--- config.mk ---
export PLATFORM = sky130hd
export DESIGN_NAME = gbMicroCpu
export DESIGN_NICKNAME = d
export VERILOG_FILES = /design/src/cpuIsaPkg.sv /design/src/microcodePkg.sv /design/src/busPort.sv /design/src/interruptController.sv /design/src/microcodeRom.sv /design/src/microSequencer.sv /design/src/registerFile.sv /design/src/alu.sv /design/src/gbMicroCpu.sv
export SDC_FILE = /design/constraint.sdc
export NUM_CORES = 1
export LEC_CHECK = 0
export ABC_AREA = 1
export BUFFER_PORTS_ARGS = -buffer_cell sky130_fd_sc_hd__buf_2
export CAP_MARGIN = 20
export CORE_ASPECT_RATIO = 0.5
export CORE_UTILIZATION = 50
export DETAILED_ROUTE_END_ITERATION = 10
export GPL_TIMING_DRIVEN = 0
export HOLD_SLACK_MARGIN = 0.15
export PLACE_DENSITY = 0.71
export SLEW_MARGIN = 20
export SYNTH_ARGS = -nofsm -noshare
export SYNTH_HDL_FRONTEND = slang
export SYNTH_HIERARCHICAL = 1
export SYNTH_SLANG_ARGS = --single-unit
export TNS_END_PERCENT = 50
--- constraint.sdc ---
create_clock -name iClock -period 6.8 [get_ports iClock]
set_input_delay 0.34 -clock iClock [delete_from_list [all_inputs] [get_ports iClock]]
set_output_delay 0.34 -clock iClock [all_outputs]
set_load 0.05 [all_outputs]
--- src/cpuIsaPkg.sv ---
`default_nettype none

package cpuIsaPkg;

  // Register operand fields of an opcode byte
  typedef struct packed {
    logic [1:0] group;
    logic [2:0] dst;
    logic [2:0] src;
  } opcodeFields;

  typedef union packed {
    logic [7:0]  raw;   // Flow lookup
    opcodeFields f;
  } opcodeWord;

  typedef logic [2:0] regCode;

  localparam regCode regB = 3'd0;
  localparam regCode regC = 3'd1;
  localparam regCode regD = 3'd2;
  localparam regCode regE = 3'd3;
  localparam regCode regH = 3'd4;
  localparam regCode regL = 3'd5;
  localparam regCode regA = 3'd7;

  localparam int flagZ = 7;
  localparam int flagN = 6;
  localparam int flagH = 5;
  localparam int flagC = 4;

  localparam logic [7:0] flagsResetValue = 8'hB0;
  localparam logic [7:0] highPage = 8'hFF;

  localparam logic [15:0] vector0 = 16'h0040;
  localparam logic [15:0] vector1 = 16'h0048;
  localparam logic [15:0] vector2 = 16'h0050;
  localparam logic [15:0] vector3 = 16'h0060;

  typedef enum logic [2:0] {aluPass, aluAdd, aluSub, aluAnd, aluXor, aluOr} aluOp;

endpackage

`default_nettype wire

--- src/microcodePkg.sv ---
`default_nettype none

package microcodePkg;

  // cmd[13:10] eof[9:7] incPc[6] bus[5] operandSel[4:0]
  typedef logic [13:0] uopWord;
  typedef logic        incPc;
  typedef logic [5:0]  flowIdx;

  typedef enum logic [3:0] {
    cmdNop, cmdRead, cmdDispatch, cmdLoadReg, cmdTmpLo, cmdTmpHi,
    cmdRegOp, cmdWriteHigh, cmdJump, cmdIntJump, cmdSetIme, cmdClearIme
  } uCmd;

  typedef enum logic [2:0] {eofNone, eofAlways, eofIfZ, eofIfNZ, eofIfC, eofIfNC} eofCond;

  localparam int incPcBit = 6;
  localparam int busBit = 5;

  // Operand select, bit 4 picks the opcode dst field, bit 3 the high page address
  localparam logic [4:0] opdDst = 5'b10000;
  localparam logic [4:0] opdA = 5'b00111;
  localparam logic [4:0] opdHigh = 5'b01000;

  localparam flowIdx flowFetch = 6'd0;
  localparam flowIdx flowInterrupt = 6'd2;
  localparam flowIdx flowNop = 6'd3;
  localparam flowIdx flowLdImm = 6'd4;
  localparam flowIdx flowLdReg = 6'd6;
  localparam flowIdx flowAlu = 6'd7;
  localparam flowIdx flowJp = 6'd8;    // JP flows on 8-entry blocks
  localparam flowIdx flowJpZ = 6'd16;
  localparam flowIdx flowJpNz = 6'd24;
  localparam flowIdx flowJpC = 6'd32;
  localparam flowIdx flowJpNc = 6'd40;
  localparam flowIdx flowLdh = 6'd48;
  localparam flowIdx flowEi = 6'd51;
  localparam flowIdx flowDi = 6'd52;

endpackage

`default_nettype wire

--- src/busPort.sv ---
`timescale 1ns/1ps
`default_nettype none

module busPort
(
  input  wire logic        iClock,
  input  wire logic        reset,
  input  wire logic        start,
  input  wire logic        writeKind,
  input  wire logic [15:0] addr,
  input  wire logic [7:0]  writeData,
  output logic             memReq,
  output logic             memWrite,
  output logic [15:0]      memAddr,
  output logic [7:0]       memWriteData,
  input  wire logic        memAck,
  input  wire logic [7:0]  memReadData,
  output logic             busDone,
  output logic [7:0]       readData
);

  typedef enum logic [1:0] {idle, request, waitRelease} busState;
  busState state;

  always_ff @(posedge iClock)
  begin
    if (reset)
    begin
      state <= idle;
      memReq <= 1'b0;
      memWrite <= 1'b0;
      busDone <= 1'b0;
    end
    else
    begin
      busDone <= 1'b0;
      case (state)
        idle:
          if (start)
          begin
            memReq <= 1'b1;
            memWrite <= writeKind;
            state <= request;
          end
        request:
          if (memAck)
          begin
            memReq <= 1'b0;
            state <= waitRelease;
          end
        default:
          if (!memAck)   // Wait for the ack to drop
          begin
            memWrite <= 1'b0;
            busDone <= 1'b1;
            state <= idle;
          end
      endcase
    end
  end

  // Payload held stable through the transfer
  always_ff @(posedge iClock)
  begin
    if (state == idle && start)
    begin
      memAddr <= addr;
      memWriteData <= writeData;
    end
    if (state == request && memAck)
      readData <= memReadData;
  end

endmodule

`default_nettype wire

--- src/interruptController.sv ---
`timescale 1ns/1ps
`default_nettype none

module interruptController
(
  input  wire logic             iClock,
  input  wire logic             reset,
  input  wire logic [3:0]       irq,
  input  microcodePkg::uCmd     cmd,
  output logic                  intPending,
  output logic [15:0]           vector
);

  logic [3:0] latched;
  logic       ime;

  always_ff @(posedge iClock)
  begin
    if (reset)
    begin
      latched <= '0;
      ime <= 1'b0;
    end
    else if (cmd == microcodePkg::cmdIntJump)
    begin
      latched <= '0;
      ime <= 1'b0;
    end
    else
    begin
      latched <= latched | irq;   // Sticky
      if (cmd == microcodePkg::cmdSetIme)
        ime <= 1'b1;
      else if (cmd == microcodePkg::cmdClearIme)
        ime <= 1'b0;
    end
  end

  assign intPending = ime && (latched != 4'b0);

  // Lowest set bit wins
  always_comb
  begin
    casez (latched)
      4'b???1: vector = cpuIsaPkg::vector0;
      4'b??10: vector = cpuIsaPkg::vector1;
      4'b?100: vector = cpuIsaPkg::vector2;
      default: vector = cpuIsaPkg::vector3;
    endcase
  end

endmodule

`default_nettype wire

--- src/microcodeRom.sv ---
`timescale 1ns/1ps
`default_nettype none

module microcodeRom
(
  input  microcodePkg::flowIdx    uPc,
  input  cpuIsaPkg::opcodeWord    opcode,
  output microcodePkg::uopWord    uop,
  output microcodePkg::flowIdx    opFlow
);

  function automatic microcodePkg::uopWord mk(microcodePkg::uCmd c,
      microcodePkg::eofCond e, microcodePkg::incPc inc, logic bus, logic [4:0] opd);
    return {c, e, inc, bus, opd};
  endfunction

  microcodePkg::eofCond jpCond;

  // ----------------------------------------------------------------------
  // Micro-op flows
  always_comb
  begin
    case (uPc[5:3])
      3'd2: jpCond = microcodePkg::eofIfNZ;   // JP Z not taken
      3'd3: jpCond = microcodePkg::eofIfZ;
      3'd4: jpCond = microcodePkg::eofIfNC;
      3'd5: jpCond = microcodePkg::eofIfC;
      default: jpCond = microcodePkg::eofNone;
    endcase

    uop = mk(microcodePkg::cmdNop, microcodePkg::eofAlways, 1'b0, 1'b0, 5'd0);
    if (uPc >= microcodePkg::flowJp && uPc < microcodePkg::flowLdh)
    begin
      case (uPc[2:0])
        3'd0, 3'd2: uop = mk(microcodePkg::cmdRead, microcodePkg::eofNone, 1'b1, 1'b1,
                             5'd0);
        3'd1: uop = mk(microcodePkg::cmdTmpLo, microcodePkg::eofNone, 1'b0, 1'b0, 5'd0);
        3'd3: uop = mk(microcodePkg::cmdTmpHi, jpCond, 1'b0, 1'b0, 5'd0);
        default: uop = mk(microcodePkg::cmdJump, microcodePkg::eofAlways, 1'b0, 1'b0, 5'd0);
      endcase
    end
    else
    begin
      case (uPc)
        6'd0, 6'd4, 6'd48: uop = mk(microcodePkg::cmdRead, microcodePkg::eofNone, 1'b1, 1'b1,
                                    5'd0);
        6'd1: uop = mk(microcodePkg::cmdDispatch, microcodePkg::eofNone, 1'b0, 1'b0, 5'd0);
        6'd2: uop = mk(microcodePkg::cmdIntJump, microcodePkg::eofAlways, 1'b0, 1'b0, 5'd0);
        6'd5: uop = mk(microcodePkg::cmdLoadReg, microcodePkg::eofAlways, 1'b0, 1'b0,
                       microcodePkg::opdDst);
        6'd6: uop = mk(microcodePkg::cmdRegOp, microcodePkg::eofAlways, 1'b0, 1'b0,
                       microcodePkg::opdDst);
        6'd7: uop = mk(microcodePkg::cmdRegOp, microcodePkg::eofAlways, 1'b0, 1'b0,
                       microcodePkg::opdA);
        6'd49: uop = mk(microcodePkg::cmdTmpLo, microcodePkg::eofNone, 1'b0, 1'b0, 5'd0);
        6'd50: uop = mk(microcodePkg::cmdWriteHigh, microcodePkg::eofAlways, 1'b0, 1'b1,
                        microcodePkg::opdHigh);
        6'd51: uop = mk(microcodePkg::cmdSetIme, microcodePkg::eofAlways, 1'b0, 1'b0, 5'd0);
        6'd52: uop = mk(microcodePkg::cmdClearIme, microcodePkg::eofAlways, 1'b0, 1'b0, 5'd0);
        default: ;   // NOP flow
      endcase
    end
  end

  // ----------------------------------------------------------------------
  // Opcode to flow
  always_comb
  begin
    opFlow = microcodePkg::flowNop;
    case (opcode.raw)
      8'hC3: opFlow = microcodePkg::flowJp;
      8'hCA: opFlow = microcodePkg::flowJpZ;
      8'hC2: opFlow = microcodePkg::flowJpNz;
      8'hDA: opFlow = microcodePkg::flowJpC;
      8'hD2: opFlow = microcodePkg::flowJpNc;
      8'hE0: opFlow = microcodePkg::flowLdh;
      8'hFB: opFlow = microcodePkg::flowEi;
      8'hF3: opFlow = microcodePkg::flowDi;
      default:
        if (opcode.f.group == 2'b00 && opcode.f.src == 3'd6 && opcode.f.dst != 3'd6)
          opFlow = microcodePkg::flowLdImm;
        else if (opcode.f.group == 2'b01 && opcode.f.src != 3'd6 && opcode.f.dst != 3'd6)
          opFlow = microcodePkg::flowLdReg;
        else if (opcode.f.group == 2'b10 && opcode.f.src != 3'd6 &&
                 opcode.f.dst inside {3'd0, 3'd2, 3'd4, 3'd5, 3'd6})
          opFlow = microcodePkg::flowAlu;
    endcase
  end

endmodule

`default_nettype wire

--- src/microSequencer.sv ---
`timescale 1ns/1ps
`default_nettype none

module microSequencer
(
  input  wire logic              iClock,
  input  wire logic              reset,
  input  microcodePkg::flowIdx   opFlow,
  input  microcodePkg::uopWord   uop,
  input  wire logic              intPending,
  input  wire logic              busDone,
  input  wire logic              flagsZ,
  input  wire logic              flagsC,
  output microcodePkg::flowIdx   uPc,
  output microcodePkg::uCmd      cmd,
  output logic [4:0]             operandSel,
  output logic                   pcStep,
  output logic                   busStart,
  output logic                   busWriteKind,
  output logic                   opcodeLatch
);

  typedef enum logic [1:0] {afterReset, startFlow, runFlow, endFlow} seqState;
  seqState state;

  microcodePkg::uCmd uopCmd;
  logic running, isBus, advance, busActive, eofHit;

  assign uopCmd = microcodePkg::uCmd'(uop[13:10]);
  assign running = state == runFlow;
  assign isBus = uop[microcodePkg::busBit];
  assign advance = running && (!isBus || busDone);   // Bus ops stall here

  assign cmd = advance ? uopCmd : microcodePkg::cmdNop;
  assign operandSel = uop[4:0];
  assign pcStep = advance && uop[microcodePkg::incPcBit];
  assign busStart = running && isBus && !busActive;
  assign busWriteKind = uopCmd == microcodePkg::cmdWriteHigh;
  assign opcodeLatch = advance && uopCmd == microcodePkg::cmdDispatch;

  always_comb
  begin
    case (microcodePkg::eofCond'(uop[9:7]))
      microcodePkg::eofAlways: eofHit = 1'b1;
      microcodePkg::eofIfZ:    eofHit = flagsZ;
      microcodePkg::eofIfNZ:   eofHit = !flagsZ;
      microcodePkg::eofIfC:    eofHit = flagsC;
      microcodePkg::eofIfNC:   eofHit = !flagsC;
      default:                 eofHit = 1'b0;
    endcase
  end

  always_ff @(posedge iClock)
  begin
    if (reset)
    begin
      state <= afterReset;
      uPc <= microcodePkg::flowFetch;
      busActive <= 1'b0;
    end
    else
    begin
      if (busStart)
        busActive <= 1'b1;
      else if (busDone)
        busActive <= 1'b0;
      case (state)
        afterReset: state <= startFlow;
        startFlow:
        begin
          uPc <= intPending ? microcodePkg::flowInterrupt : microcodePkg::flowFetch;
          state <= runFlow;
        end
        runFlow:
          if (advance)
          begin
            if (eofHit)
              state <= endFlow;
            else if (uopCmd == microcodePkg::cmdDispatch)
              uPc <= opFlow;
            else
              uPc <= uPc + 6'd1;
          end
        default: state <= startFlow;
      endcase
    end
  end

endmodule

`default_nettype wire

--- src/registerFile.sv ---
`timescale 1ns/1ps
`default_nettype none

module registerFile
#(
  parameter logic [15:0] resetPc = 16'h0100
)
(
  input  wire logic             iClock,
  input  wire logic             reset,
  input  microcodePkg::uCmd     cmd,
  input  wire logic [4:0]       operandSel,
  input  wire logic             pcStep,
  input  wire logic             opcodeLatch,
  input  wire logic [7:0]       readData,
  input  wire logic [7:0]       aluResult,
  input  wire logic [7:0]       aluFlags,
  input  wire logic [15:0]      vector,
  output cpuIsaPkg::opcodeWord  opcode,
  output logic [7:0]            regA,
  output logic [7:0]            regSrc,
  output logic [7:0]            flags,
  output logic [15:0]           busAddr,
  output logic [7:0]            busWriteData
);

  logic [7:0]        regs [8];
  logic [15:0]       pc;
  logic [15:0]       tmp;
  cpuIsaPkg::regCode target;

  assign target = operandSel[4] ? opcode.f.dst : operandSel[2:0];
  assign regA = regs[cpuIsaPkg::regA];
  assign regSrc = regs[opcode.f.src];
  assign busAddr = operandSel[3] ? {cpuIsaPkg::highPage, tmp[7:0]} : pc;
  assign busWriteData = regs[cpuIsaPkg::regA];

  always_ff @(posedge iClock)
  begin
    if (reset)
    begin
      pc <= resetPc;
      flags <= cpuIsaPkg::flagsResetValue;
    end
    else
    begin
      if (cmd == microcodePkg::cmdJump)
        pc <= tmp;
      else if (cmd == microcodePkg::cmdIntJump)
        pc <= vector;
      else if (pcStep)
        pc <= pc + 16'd1;
      if (cmd == microcodePkg::cmdRegOp)
        flags <= aluFlags;
    end
  end

  always_ff @(posedge iClock)
  begin
    if (opcodeLatch)
      opcode <= readData;
    case (cmd)
      microcodePkg::cmdLoadReg: regs[target] <= readData;
      microcodePkg::cmdRegOp:   regs[target] <= aluResult;
      microcodePkg::cmdTmpLo:   tmp[7:0] <= readData;
      microcodePkg::cmdTmpHi:   tmp[15:8] <= readData;
      default: ;
    endcase
  end

endmodule

`default_nettype wire

--- src/alu.sv ---
`timescale 1ns/1ps
`default_nettype none

module alu
(
  input  cpuIsaPkg::opcodeWord  opcode,
  input  wire logic [7:0]       regA,
  input  wire logic [7:0]       regSrc,
  input  wire logic [7:0]       flagsIn,
  output logic [7:0]            result,
  output logic [7:0]            flagsOut
);

  cpuIsaPkg::aluOp op;
  logic [8:0]      wide;
  logic [4:0]      nibble;

  always_comb
  begin
    op = cpuIsaPkg::aluPass;
    if (opcode.f.group == 2'b10)
    begin
      case (opcode.f.dst)
        3'd0: op = cpuIsaPkg::aluAdd;
        3'd2: op = cpuIsaPkg::aluSub;
        3'd4: op = cpuIsaPkg::aluAnd;
        3'd5: op = cpuIsaPkg::aluXor;
        3'd6: op = cpuIsaPkg::aluOr;
        default: op = cpuIsaPkg::aluPass;
      endcase
    end

    wide = '0;
    nibble = '0;
    flagsOut = {flagsIn[7:4], 4'b0};
    case (op)
      cpuIsaPkg::aluAdd:
      begin
        wide = {1'b0, regA} + {1'b0, regSrc};
        nibble = {1'b0, regA[3:0]} + {1'b0, regSrc[3:0]};
      end
      cpuIsaPkg::aluSub:
      begin
        wide = {1'b0, regA} - {1'b0, regSrc};
        nibble = {1'b0, regA[3:0]} - {1'b0, regSrc[3:0]};   // Bit 4 is the half borrow
      end
      cpuIsaPkg::aluAnd: wide = {1'b0, regA & regSrc};
      cpuIsaPkg::aluXor: wide = {1'b0, regA ^ regSrc};
      cpuIsaPkg::aluOr:  wide = {1'b0, regA | regSrc};
      default:           wide = {1'b0, regSrc};
    endcase
    result = wide[7:0];

    if (op != cpuIsaPkg::aluPass)
    begin
      flagsOut[cpuIsaPkg::flagZ] = wide[7:0] == 8'h00;
      flagsOut[cpuIsaPkg::flagN] = op == cpuIsaPkg::aluSub;
      flagsOut[cpuIsaPkg::flagH] = (op == cpuIsaPkg::aluAnd) || nibble[4];
      flagsOut[cpuIsaPkg::flagC] = wide[8];
    end
  end

endmodule

`default_nettype wire

--- src/gbMicroCpu.sv ---
`timescale 1ns/1ps
`default_nettype none

module gbMicroCpu
#(
  parameter logic [15:0] resetPc = 16'h0100
)
(
  input  wire logic        iClock,
  input  wire logic        reset,
  output logic             memReq,
  input  wire logic        memAck,
  output logic             memWrite,
  output logic [15:0]      memAddr,
  output logic [7:0]       memWriteData,
  input  wire logic [7:0]  memReadData,
  input  wire logic [3:0]  irq
);

  microcodePkg::flowIdx uPc, opFlow;
  microcodePkg::uopWord uop;
  microcodePkg::uCmd    cmd;
  cpuIsaPkg::opcodeWord opcode, fetchedOp;
  logic [4:0]  operandSel;
  logic        pcStep, busStart, busWriteKind, opcodeLatch, busDone, intPending;
  logic [7:0]  readData, regA, regSrc, flags, aluResult, aluFlags, busWriteData;
  logic [15:0] vector, busAddr;

  assign fetchedOp = readData;   // Opcode byte straight from the bus for dispatch

  // ----------------------------------------------------------------------
  busPort u_busPort (.iClock, .reset, .start(busStart), .writeKind(busWriteKind),
    .addr(busAddr), .writeData(busWriteData), .memReq, .memWrite, .memAddr,
    .memWriteData, .memAck, .memReadData, .busDone, .readData);

  interruptController u_interruptController (.iClock, .reset, .irq, .cmd, .intPending,
    .vector);

  microcodeRom u_microcodeRom (.uPc, .opcode(fetchedOp), .uop, .opFlow);

  microSequencer u_microSequencer (.iClock, .reset, .opFlow, .uop, .intPending, .busDone,
    .flagsZ(flags[cpuIsaPkg::flagZ]), .flagsC(flags[cpuIsaPkg::flagC]), .uPc, .cmd,
    .operandSel, .pcStep, .busStart, .busWriteKind, .opcodeLatch);

  registerFile #(.resetPc(resetPc)) u_registerFile (.iClock, .reset, .cmd, .operandSel,
    .pcStep, .opcodeLatch, .readData, .aluResult, .aluFlags, .vector, .opcode, .regA,
    .regSrc, .flags, .busAddr, .busWriteData);

  alu u_alu (.opcode, .regA, .regSrc, .flagsIn(flags), .result(aluResult),
    .flagsOut(aluFlags));

endmodule

`default_nettype wire

==> impl_metrics.py, run 1 <==
metrics = {
    "outcome": {
        "status": "finished clean",
    },
    "die": {
        "core_um2": 17800,
        "start_util_pct": 52.4,
        "die_area_um2": 19200,
        "die_w_um": 195,
        "dieHeight_um": 98.5,
        "io_pins": 41,
        "rows": 34,
    },
    "sta": {
        "setup_tns_ns": 0,
        "fin_crit_ns": 4.16,
        "worst_clock_skew_ns": 0.0105,
        "finalCritPeriodShare_pct": 61.2,
        "worst_slew_pin_slew_ns": 1.05,
        "max_freq_mhz": 240,
        "setup_violations": 0,
        "final-hold-violation-count": 0,
        "maxSlewViolCount": 0,
        "fin_ws_ns": 2.64,
        "slew_headroom_pct": 29.5,
        "rsz0062_at_grt": "no",
    },
    "route": {
        "via_per_inst": 5.27,
        "ant_nets": 0,
        "drc": 0,
        "first_pass_iters": 5,
        "wire_per_inst_um": 15.4,
        "routed_wl_um": 22800,
        "vias": 7827,
        "first_iter_violations": 604,
    },
    "placement": {
        "place.gp.congestion": 0.921,
        "placed_cell_area_um2": 9840,
        "pre_cts_slack_ns": 2.75,
        "io_buffer_count": 40,
        "hpwl_um": 16600,
    },
    "clocking": {
        "cts_buffers": 17,
        "root_buffer": "clkbuf_16",
        "htree_num_levels": 4,
        "cts.reportedPaths.clkPinSlew_ns": 0.07,
        "cts_tree": "built",
        "cts_buffer_depth": 2,
        "clock_latency_ns": 0.43,
        "clock_sinks": 160,
    },
    "min_path": {
        "min-delay-path-class": "in -> reg",
    },
    "critical_path": {
        "arrival_ns": 4.24,
        "end_kind": "flip-flop",
        "worstSetupPathType": "reg -> reg",
        "cp_cell_sequence": "inv_1 -> clkbuf_1 -> nor2_1 -> o32ai_1 -> nand2_1 -> nand2_1 -> inv_1 -> ha_1 -> nor2_1 -> xor2_1 -> ha_1 -> a21oi_1 -> nand2_1 -> nand2_1 -> nand3b_1 -> nand3_1 -> nand3b_1 -> nor2_1 -> inv_1 -> nand2_1 -> nand2_1",
        "critPathMaxStageDelay_ns": 0.47,
        "cpLargestDelayFamily": "simple AND/OR/NAND/NOR gates",
        "worstPathMaxFanout": 10,
        "crit_slowest_cell": "clkbuf_1",
        "start_kind": "flip-flop",
        "worst-path-buf-inv": 4,
        "crit_required_ns": 6.88,
        "crit_top_cell": "nand2_1",
    },
    "logic_synthesis": {
        "avgSynthCellArea_um2": 8.06,
        "ys_warn_count": 6,
        "syn_inst": 1155,
        "netlist_area_um2": 9310,
    },
    "finish": {
        "drive_gt1_share_pct": 14.8,
        "design_area_um2": 10600,
        "final_nets": 1282,
        "fin_util_pct": 59.5,
        "area.growth.synth_to_final_pct": 13.7,
        "most-common-layout-cells": "nand2_1, nor2_1, inv_1",
        "layout_commonest_cell": "nand2_1",
        "antennaDiodeCount": 0,
    },
    "pwr": {
        "powerDensity_nw_per_um2": 272,
        "p_leak_nw": 4.71,
        "ir_drop_v": 0.000134,
        "fin_total_pwr_w": 0.00288,
    },
    "run": {
        "maxCapViolations": 0,
    },
    "global_routing": {
        "antenna_found_initial": 0,
        "gr-total-overflow": 0,
        "grt_pass1_wl_um": 36500,
        "grt_usage_pct": 24.5,
        "grt_max_degree": 25,
        "grt_pass1_vias": 7201,
    },
}
[repair_timing]
action	in CTS	in global routing
endpoints found under the hold margin	12	0
resized for setup	0	0
hold buffers	12	0
setup buffers	0	0
[per-layer routing]
| layer | share of wire [%] | vias to the layer above | GRT usage, % |
|---|---|---|---|
| met1 | 46 | 3624 | 34.5 |
| met5 | 0 | - | 0 |
| met2 | 45 | 286 | 39.5 |
| met3 | 7.1 | 25 | 3.42 |
| met4 | 1.3 | 0 | 7.45 |
| li1 | - | 3892 | - |
[path summary, 6_finish.rpt]
check	end	slack, ns	startpoint	depth (start not counted)
worst min register to register	flip-flop	0.48	u_registerFile/opcode[1]	1
worst max register to register	u_registerFile/regs[2][5]	2.64	flip-flop	21
worst max-delay path	u_registerFile/regs[2][5]	2.64	flip-flop	21
worst min-delay path	u_busPort/state[1]	0.19	memAck	3
[registers in the layout, indices dropped and copies added (netlist names), named ones only]
name	count
u_microSequencer/uPc	6
u_microSequencer/state	2
u_registerFile/pc	16
u_registerFile/tmp	16
u_interruptController/latched	4
u_interruptController/ime	1
u_registerFile/regs	64
u_registerFile/flags	2
u_microSequencer/busActive	1
u_busPort/memReq	1
u_registerFile/opcode	8
u_busPort/memWrite	1
u_busPort/state	2
u_busPort/busDone	1
u_busPort/readData	8
u_busPort/memAddr	16
u_busPort/memWriteData	8
[through the flow]
step | std cells | hold WS [ns]
floorplan | 1166 | 0.409
CTS | 1484 | 0.180
finish | 1484 | 0.187
global route | 1484 | 0.213
detailed placement | 1440 | 0.461
global placement | 1440 | 0.455
[cell type report]
cell class                 instances  area, um2
tap                              234        293
sequential                       160       4400
multi-input combinational        799       4010
buffer                            56        367
inverter                         151        569
fill                            1556       7200
clock buffer                      17        425
clock inverter                    15        194
timing repair buffer              52        320
[worst register-to-register path, cell delays in order, from the launching register on]
cell	delay, ns
dfxtp_1	0.36
inv_1	0.14
clkbuf_1	0.47
nor2_1	0.08
o32ai_1	0.19
nand2_1	0.14
nand2_1	0.18
inv_1	0.10
ha_1	0.20
nor2_1	0.13
xor2_1	0.22
ha_1	0.31
a21oi_1	0.21
nand2_1	0.12
nand2_1	0.10
nand3b_1	0.08
nand3_1	0.15
nand3b_1	0.09
nor2_1	0.19
inv_1	0.06
nand2_1	0.06
nand2_1	0.24
[where the power goes]
part	leakage (nW)	switching [W]	internal (W)
Combinational	2.99	0.000447	0.000176
Clock	0.304	0.000424	0.000590
Sequential	1.41	0.0000788	0.00116
Power figures use the tool's default switching activity.
==> inputs of run 2 (changes only) <==
--- a/config.mk
+++ b/config.mk
@@ -5,7 +5,7 @@
 export SDC_FILE = /design/constraint.sdc
 export NUM_CORES = 1
 export LEC_CHECK = 0
-export ABC_AREA = 1
+export ABC_AREA = 0
 export BUFFER_PORTS_ARGS = -buffer_cell sky130_fd_sc_hd__buf_2
 export CAP_MARGIN = 20
 export CORE_ASPECT_RATIO = 0.5
@@ -13,7 +13,7 @@
 export DETAILED_ROUTE_END_ITERATION = 10
 export GPL_TIMING_DRIVEN = 0
 export HOLD_SLACK_MARGIN = 0.15
-export PLACE_DENSITY = 0.71
+export PLACE_DENSITY = 0.73
 export SLEW_MARGIN = 20
 export SYNTH_ARGS = -nofsm -noshare
 export SYNTH_HDL_FRONTEND = slang
==> constraint.sdc (replaced) <==
create_clock -name iClock -period 3.37 [get_ports iClock]
set_input_delay 0.1685 -clock iClock [delete_from_list [all_inputs] [get_ports iClock]]
set_output_delay 0.1685 -clock iClock [all_outputs]
set_load 0.05 [all_outputs]
==> run 2 against run 1 <==
  * The run now ends with negative setup slack left
  * Combinational power rose by 22%
  * Sequential share of layout area shrank 0.96 points
  * Sequential power increased by 88%
  * Synthesized cell count is 34% lower
  * Die area decreased by 3.8%
  * Clock power is 87% higher
  * First-iteration DRC count shrank 31%
  * Global-route usage shrank 0.70 points
  * Critical endpoint is now u_registerFile/flags[7]
  * Largest cell class unchanged
  * Largest power group unchanged
==> impl_metrics.py, run 2 <==
metrics = {
    "outcome": {
        "status": "finished, violations left",
        "violations": "negative setup slack",
    },
    "finish": {
        "most-common-layout-cells": "edfxtp_1, buf_4, buf_2",
        "final_nets": 919,
        "area.growth.synth_to_final_pct": 21.2,
        "antennaDiodeCount": 0,
        "fin_cells": 1121,
        "layout_commonest_cell": "edfxtp_1",
        "drive_gt1_share_pct": 33.1,
        "largest_register_ff_count": 64,
        "top_register": "u_registerFile/regs",
    },
    "clocking": {
        "cts_tree": "built",
        "htree_num_levels": 4,
        "cts.reportedPaths.clkPinSlew_ns": 0.07,
        "cts_buffer_depth": 2,
        "clock_sinks": 160,
        "clock_latency_ns": 0.42,
        "root_buffer": "clkbuf_16",
        "cts_buffers": 17,
    },
    "route": {
        "ant_nets": 0,
        "first_iter_violations": 418,
        "routed_wl_um": 21300,
        "vias": 6475,
        "drc": 0,
        "first_pass_iters": 5,
        "wire_per_inst_um": 19.0,
        "via_per_inst": 5.78,
    },
    "critical_path": {
        "arrival_ns": 4.25,
        "worstPathMaxFanout": 10,
        "end_kind": "flip-flop",
        "crit_required_ns": 3.73,
        "start_kind": "flip-flop",
        "worstSetupPathType": "reg -> reg",
    },
    "logic_synthesis": {
        "avgSynthCellArea_um2": 11.8,
        "netlist_area_um2": 8950,
        "syn_inst": 759,
        "ys_warn_count": 6,
    },
    "sta": {
        "setup_violations": 58,
        "worst_clock_skew_ns": 0.0139,
        "worst_slew_pin_slew_ns": 0.904,
        "final-hold-violation-count": 0,
        "rsz0062_at_grt": "yes",
        "setup_tns_ns": -18.31,
        "max_freq_mhz": 257,
        "slew_headroom_pct": 39.5,
        "fin_ws_ns": -0.515,
        "fin_crit_ns": 3.89,
        "finalCritPeriodShare_pct": 115,
        "maxSlewViolCount": 0,
        "holdWs_ns": 0.460,
    },
    "die": {
        "dieHeight_um": 96.6,
        "core_um2": 17400,
        "rows": 34,
        "die_w_um": 191,
        "start_util_pct": 51.3,
        "io_pins": 41,
        "die_area_um2": 18500,
    },
    "pwr": {
        "ir_drop_v": 0.000323,
        "powerDensity_nw_per_um2": 459,
        "p_leak_nw": 3.97,
        "fin_total_pwr_w": 0.00498,
    },
    "global_routing": {
        "gr-total-overflow": 0,
        "grt_pass1_vias": 6296,
        "grt_pass1_wl_um": 33600,
        "grt_usage_pct": 23.8,
        "grt_max_degree": 26,
        "antenna_found_initial": 0,
    },
    "run": {
        "maxCapViolations": 0,
    },
    "min_path": {
        "min-delay-path-class": "in -> reg",
    },
    "placement": {
        "hpwl_um": 14400,
        "place_inst": 1045,
        "io_buffer_count": 40,
        "place.gp.congestion": 0.924,
    },
}
run 2: repair_timing:
| action | CTS | global route |
|---|---|---|
| pin swaps | 21 | 17 |
| hold endpoints to repair | 17 | 0 |
| endpoints found under the setup margin | 130 | 150 |
| hold buffers | 14 | 0 |
| buffers inserted | 16 | 14 |
| resized for setup | 44 | 17 |
run 2: metal layers:
metal / up-vias / part of all wire (%) / track usage (%) / routed length, um
met4: 0 / 1.4 / 5.92 / 295
met1: 3173 / 43 / 31.1 / 9160
met2: 214 / 50 / 40.4 / 10500
li1: 3063 / - / - / -
met3: 25 / 6.0 / 4.75 / 1280
met5: - / 0 / 0 / 0
run 2: layout make-up:
type	instances	area, um2
clock buffers	18	429
well taps	234	293
clock inverters	14	143
repair buffers	85	621
multi-input cells	508	4360
inverters	36	141
plain buffers	66	447
fillers	1319	6600
flip-flops and latches	160	4410
run 2: path summary, 6_finish.rpt:
check                                         from                      end  slack (ns)  depth (start not counted)
worst max register to register           flip-flop  u_registerFile/flags[7]       -0.52                         16
worst min register to register  u_busPort/memWrite       u_busPort/memWrite        0.48                          2
worst min-delay path                memReadData[0]    u_busPort/readData[0]        0.46                          2
worst max-delay path                     flip-flop  u_registerFile/flags[7]       -0.52                         16
run 2: worst max-delay path: stages, from the launching register on:
cell and delay (ns):
dfxtp_1 0.32, clkbuf_2 0.25, buf_6 0.21, mux4_2 0.30
mux2_4 0.31, inv_4 0.08, ha_4 0.19, mux2_4 0.29
fa_2 0.35, nand2b_4 0.16, a21oi_4 0.17, xor2_1 0.11
a21o_1 0.24, a2111oi_4 0.32, nand2_1 0.12, o41ai_2 0.24
a211o_1 0.16
run 2: where the power goes:
part	total (W)	switching, W	internal [W]
Combinational	0.000761	0.000531	0.000230
Sequential	0.00233	0.0000777	0.00225
Clock	0.00189	0.000901	0.000990
run 2: per-stage QoR:
step,area (um2),util (%),setup slack [ns]
detailed placement,9600,55.1,-0.720
floorplan,9090,-,-0.262
global route,10800,62.2,-0.611
finish,10800,62.2,-0.515
global placement,9590,55.0,-0.776
CTS,10700,61.2,-0.471
==> inputs of run 3 (changes only) <==
--- a/config.mk
+++ b/config.mk
@@ -9,11 +9,13 @@
 export BUFFER_PORTS_ARGS = -buffer_cell sky130_fd_sc_hd__buf_2
 export CAP_MARGIN = 20
 export CORE_ASPECT_RATIO = 0.5
+export CORE_MARGIN = 1.5
 export CORE_UTILIZATION = 50
 export DETAILED_ROUTE_END_ITERATION = 10
 export GPL_TIMING_DRIVEN = 0
 export HOLD_SLACK_MARGIN = 0.15
 export PLACE_DENSITY = 0.73
+export REMOVE_ABC_BUFFERS = 1
 export SLEW_MARGIN = 20
 export SYNTH_ARGS = -nofsm -noshare
 export SYNTH_HDL_FRONTEND = slang
==> run 3 against run 2 <==
  * The flow still finishes with violations (negative setup slack)
  * Routed wire length down 3.5%
  * Critical path depth fell by 1
  * Count of clock-buffer cells in the layout rose by 4
  * Clock power barely moved
  * Final area fell by 3.1%
  * Cell count decreased by 4.9%
  * Hold slack worse by 0.13 ns
  * Global-route usage shrank 1.8 points
  * Sequential power about the same
  * Via count shrank 3.0%
  * Combinational power decreased by 5.9%
  * Largest power group unchanged
==> impl_metrics.py, run 3 (same netlist as run 2, synthesis figures left out) <==
metrics = {
    "min_path": {
        "min_delay_path_depth": 2,
        "min-delay-path-class": "in -> reg",
    },
    "critical_path": {
        "worstSetupPathType": "reg -> reg",
        "cp_num_cells": 15,
        "crit_slowest_cell": "mux4_2",
        "critPathMaxStageDelay_ns": 0.54,
        "end_kind": "flip-flop",
        "ff2ff_path_depth": 15,
        "worst-path-buf-inv": 2,
        "start_kind": "flip-flop",
        "cpLargestDelayFamily": "multiplexers",
        "arrival_ns": 4.04,
        "cp_cell_sequence": "mux4_2 -> mux2_4 -> buf_4 -> nor2_4 -> a21o_1 -> xnor2_2 -> ha_1 -> nand2_1 -> a21oi_2 -> buf_4 -> o41ai_4 -> xnor2_1 -> a21oi_2 -> a21oi_2 -> mux2_4",
        "crit_required_ns": 3.53,
        "worstPathMaxFanout": 8,
        "crit_top_cell": "a21oi_2",
        "r2r_slack_ns": -0.51,
    },
    "finish": {
        "area.growth.synth_to_final_pct": 17.4,
        "drive_gt1_share_pct": 30.9,
        "seqCellArea_um2": 4420,
        "top_register": "u_registerFile/regs",
        "nFillCells": 1319,
        "design_area_um2": 10500,
        "layout_commonest_cell": "edfxtp_1",
        "fin_util_pct": 60.2,
        "final_nets": 864,
        "multiInputGateArea_um2": 4370,
        "largest_register_ff_count": 64,
        "most-common-layout-cells": "edfxtp_1, buf_2, nor2_1",
        "antennaDiodeCount": 0,
    },
    "sta": {
        "final-hold-violation-count": 0,
        "maxSlewViolCount": 0,
        "finalCritPeriodShare_pct": 115,
        "fin_crit_ns": 3.88,
        "max_freq_mhz": 258,
        "worst_clock_skew_ns": 0.00871,
        "setup_violations": 58,
        "slew_headroom_pct": 43.8,
        "worst_slew_pin_slew_ns": 0.842,
        "fin_ws_ns": -0.511,
        "rsz0062_at_grt": "yes",
    },
    "global_routing": {
        "grt_usage_pct": 22.0,
        "grt_pass1_wl_um": 31600,
        "gr-total-overflow": 0,
        "grt_max_degree": 44,
        "antenna_found_initial": 0,
        "grt_pass1_vias": 6032,
    },
    "clocking": {
        "clock_latency_ns": 0.43,
        "cts_buffers": 17,
        "clock_sinks": 160,
        "cts.reportedPaths.clkPinSlew_ns": 0.07,
        "root_buffer": "clkbuf_16",
        "cts_buffer_depth": 2,
        "htree_num_levels": 4,
        "cts_tree": "built",
    },
    "route": {
        "drc": 0,
        "ant_nets": 0,
        "via_per_inst": 5.89,
        "first_pass_iters": 5,
        "wire_per_inst_um": 19.3,
        "routed_wl_um": 20500,
        "vias": 6281,
        "first_iter_violations": 514,
    },
    "outcome": {
        "status": "finished, violations left",
        "violations": "negative setup slack",
    },
    "pwr": {
        "powerDensity_nw_per_um2": 469,
        "fin_total_pwr_w": 0.00493,
        "p_leak_nw": 3.73,
        "ir_drop_v": 0.000345,
    },
    "die": {
        "die_w_um": 192,
        "dieHeight_um": 97.6,
        "die_area_um2": 18800,
        "rows": 34,
        "io_pins": 41,
        "start_util_pct": 51.3,
        "core_um2": 17400,
    },
    "placement": {
        "io_buffer_count": 40,
        "hpwl_um": 12400,
        "placed_cell_area_um2": 9090,
        "place.gp.congestion": 0.869,
    },
    "run": {
        "maxCapViolations": 0,
    },
}
==> run 3: through the flow <==
step	TNS, ns	setup slack (ns)	instances	hold WS [ns]
final	-15.14	-0.511	1066	0.330
after global routing	-21.32	-0.604	1066	0.365
after CTS	-9.92	-0.396	1052	0.337
after detailed placement	-125.82	-1.47	980	0.350
after global placement	-157.55	-1.44	978	0.347
after floorplan	-43.53	-0.842	704	0.231
==> run 3: what timing repair did <==
action                                 4_1_cts  5_1_grt
resized for setup                           80       23
endpoints found under the hold margin       15        0
pin swaps                                   21       19
setup endpoints to repair                  150      146
hold buffers                                13        0
cloned                                       1        0
setup buffers                               26       15
==> run 3: final timing paths <==
kind | startpoint | to
max | flip-flop | u_registerFile/regs[0][7]
min | reset | u_busPort/busDone
max reg2reg | flip-flop | u_registerFile/regs[0][7]
min reg2reg | u_interruptController/ime | u_interruptController/ime
==> run 3: per-layer routing <==
| metal | up-vias | GRT usage, % | share of wire, % |
|---|---|---|---|
| li1 | 2945 | - | - |
| met2 | 202 | 36.4 | 49 |
| met1 | 3092 | 28.4 | 44 |
| met4 | 0 | 7.27 | 2.3 |
| met3 | 42 | 5.31 | 4.8 |
| met5 | - | 0 | 0 |
==> run 3: power by group <==
part	total [W]	switching (W)	leakage, nW	internal, W
sequential	0.00234	0.0000891	1.41	0.00225
combinational	0.000716	0.000505	2.04	0.000211
clock	0.00187	0.000819	0.271	0.00105
total	0.00493	0.00141	3.73	0.00352
==> run 3: cell type report <==
class | count | share of cell area, %
clock buffer | 22 | 4.73
clock inverter | 10 | 0.715
inverter | 36 | 1.39
multi-input combinational | 509 | 41.6
sequential | 160 | 42.1
tap | 234 | 2.79
timing repair buffer | 95 | 6.67
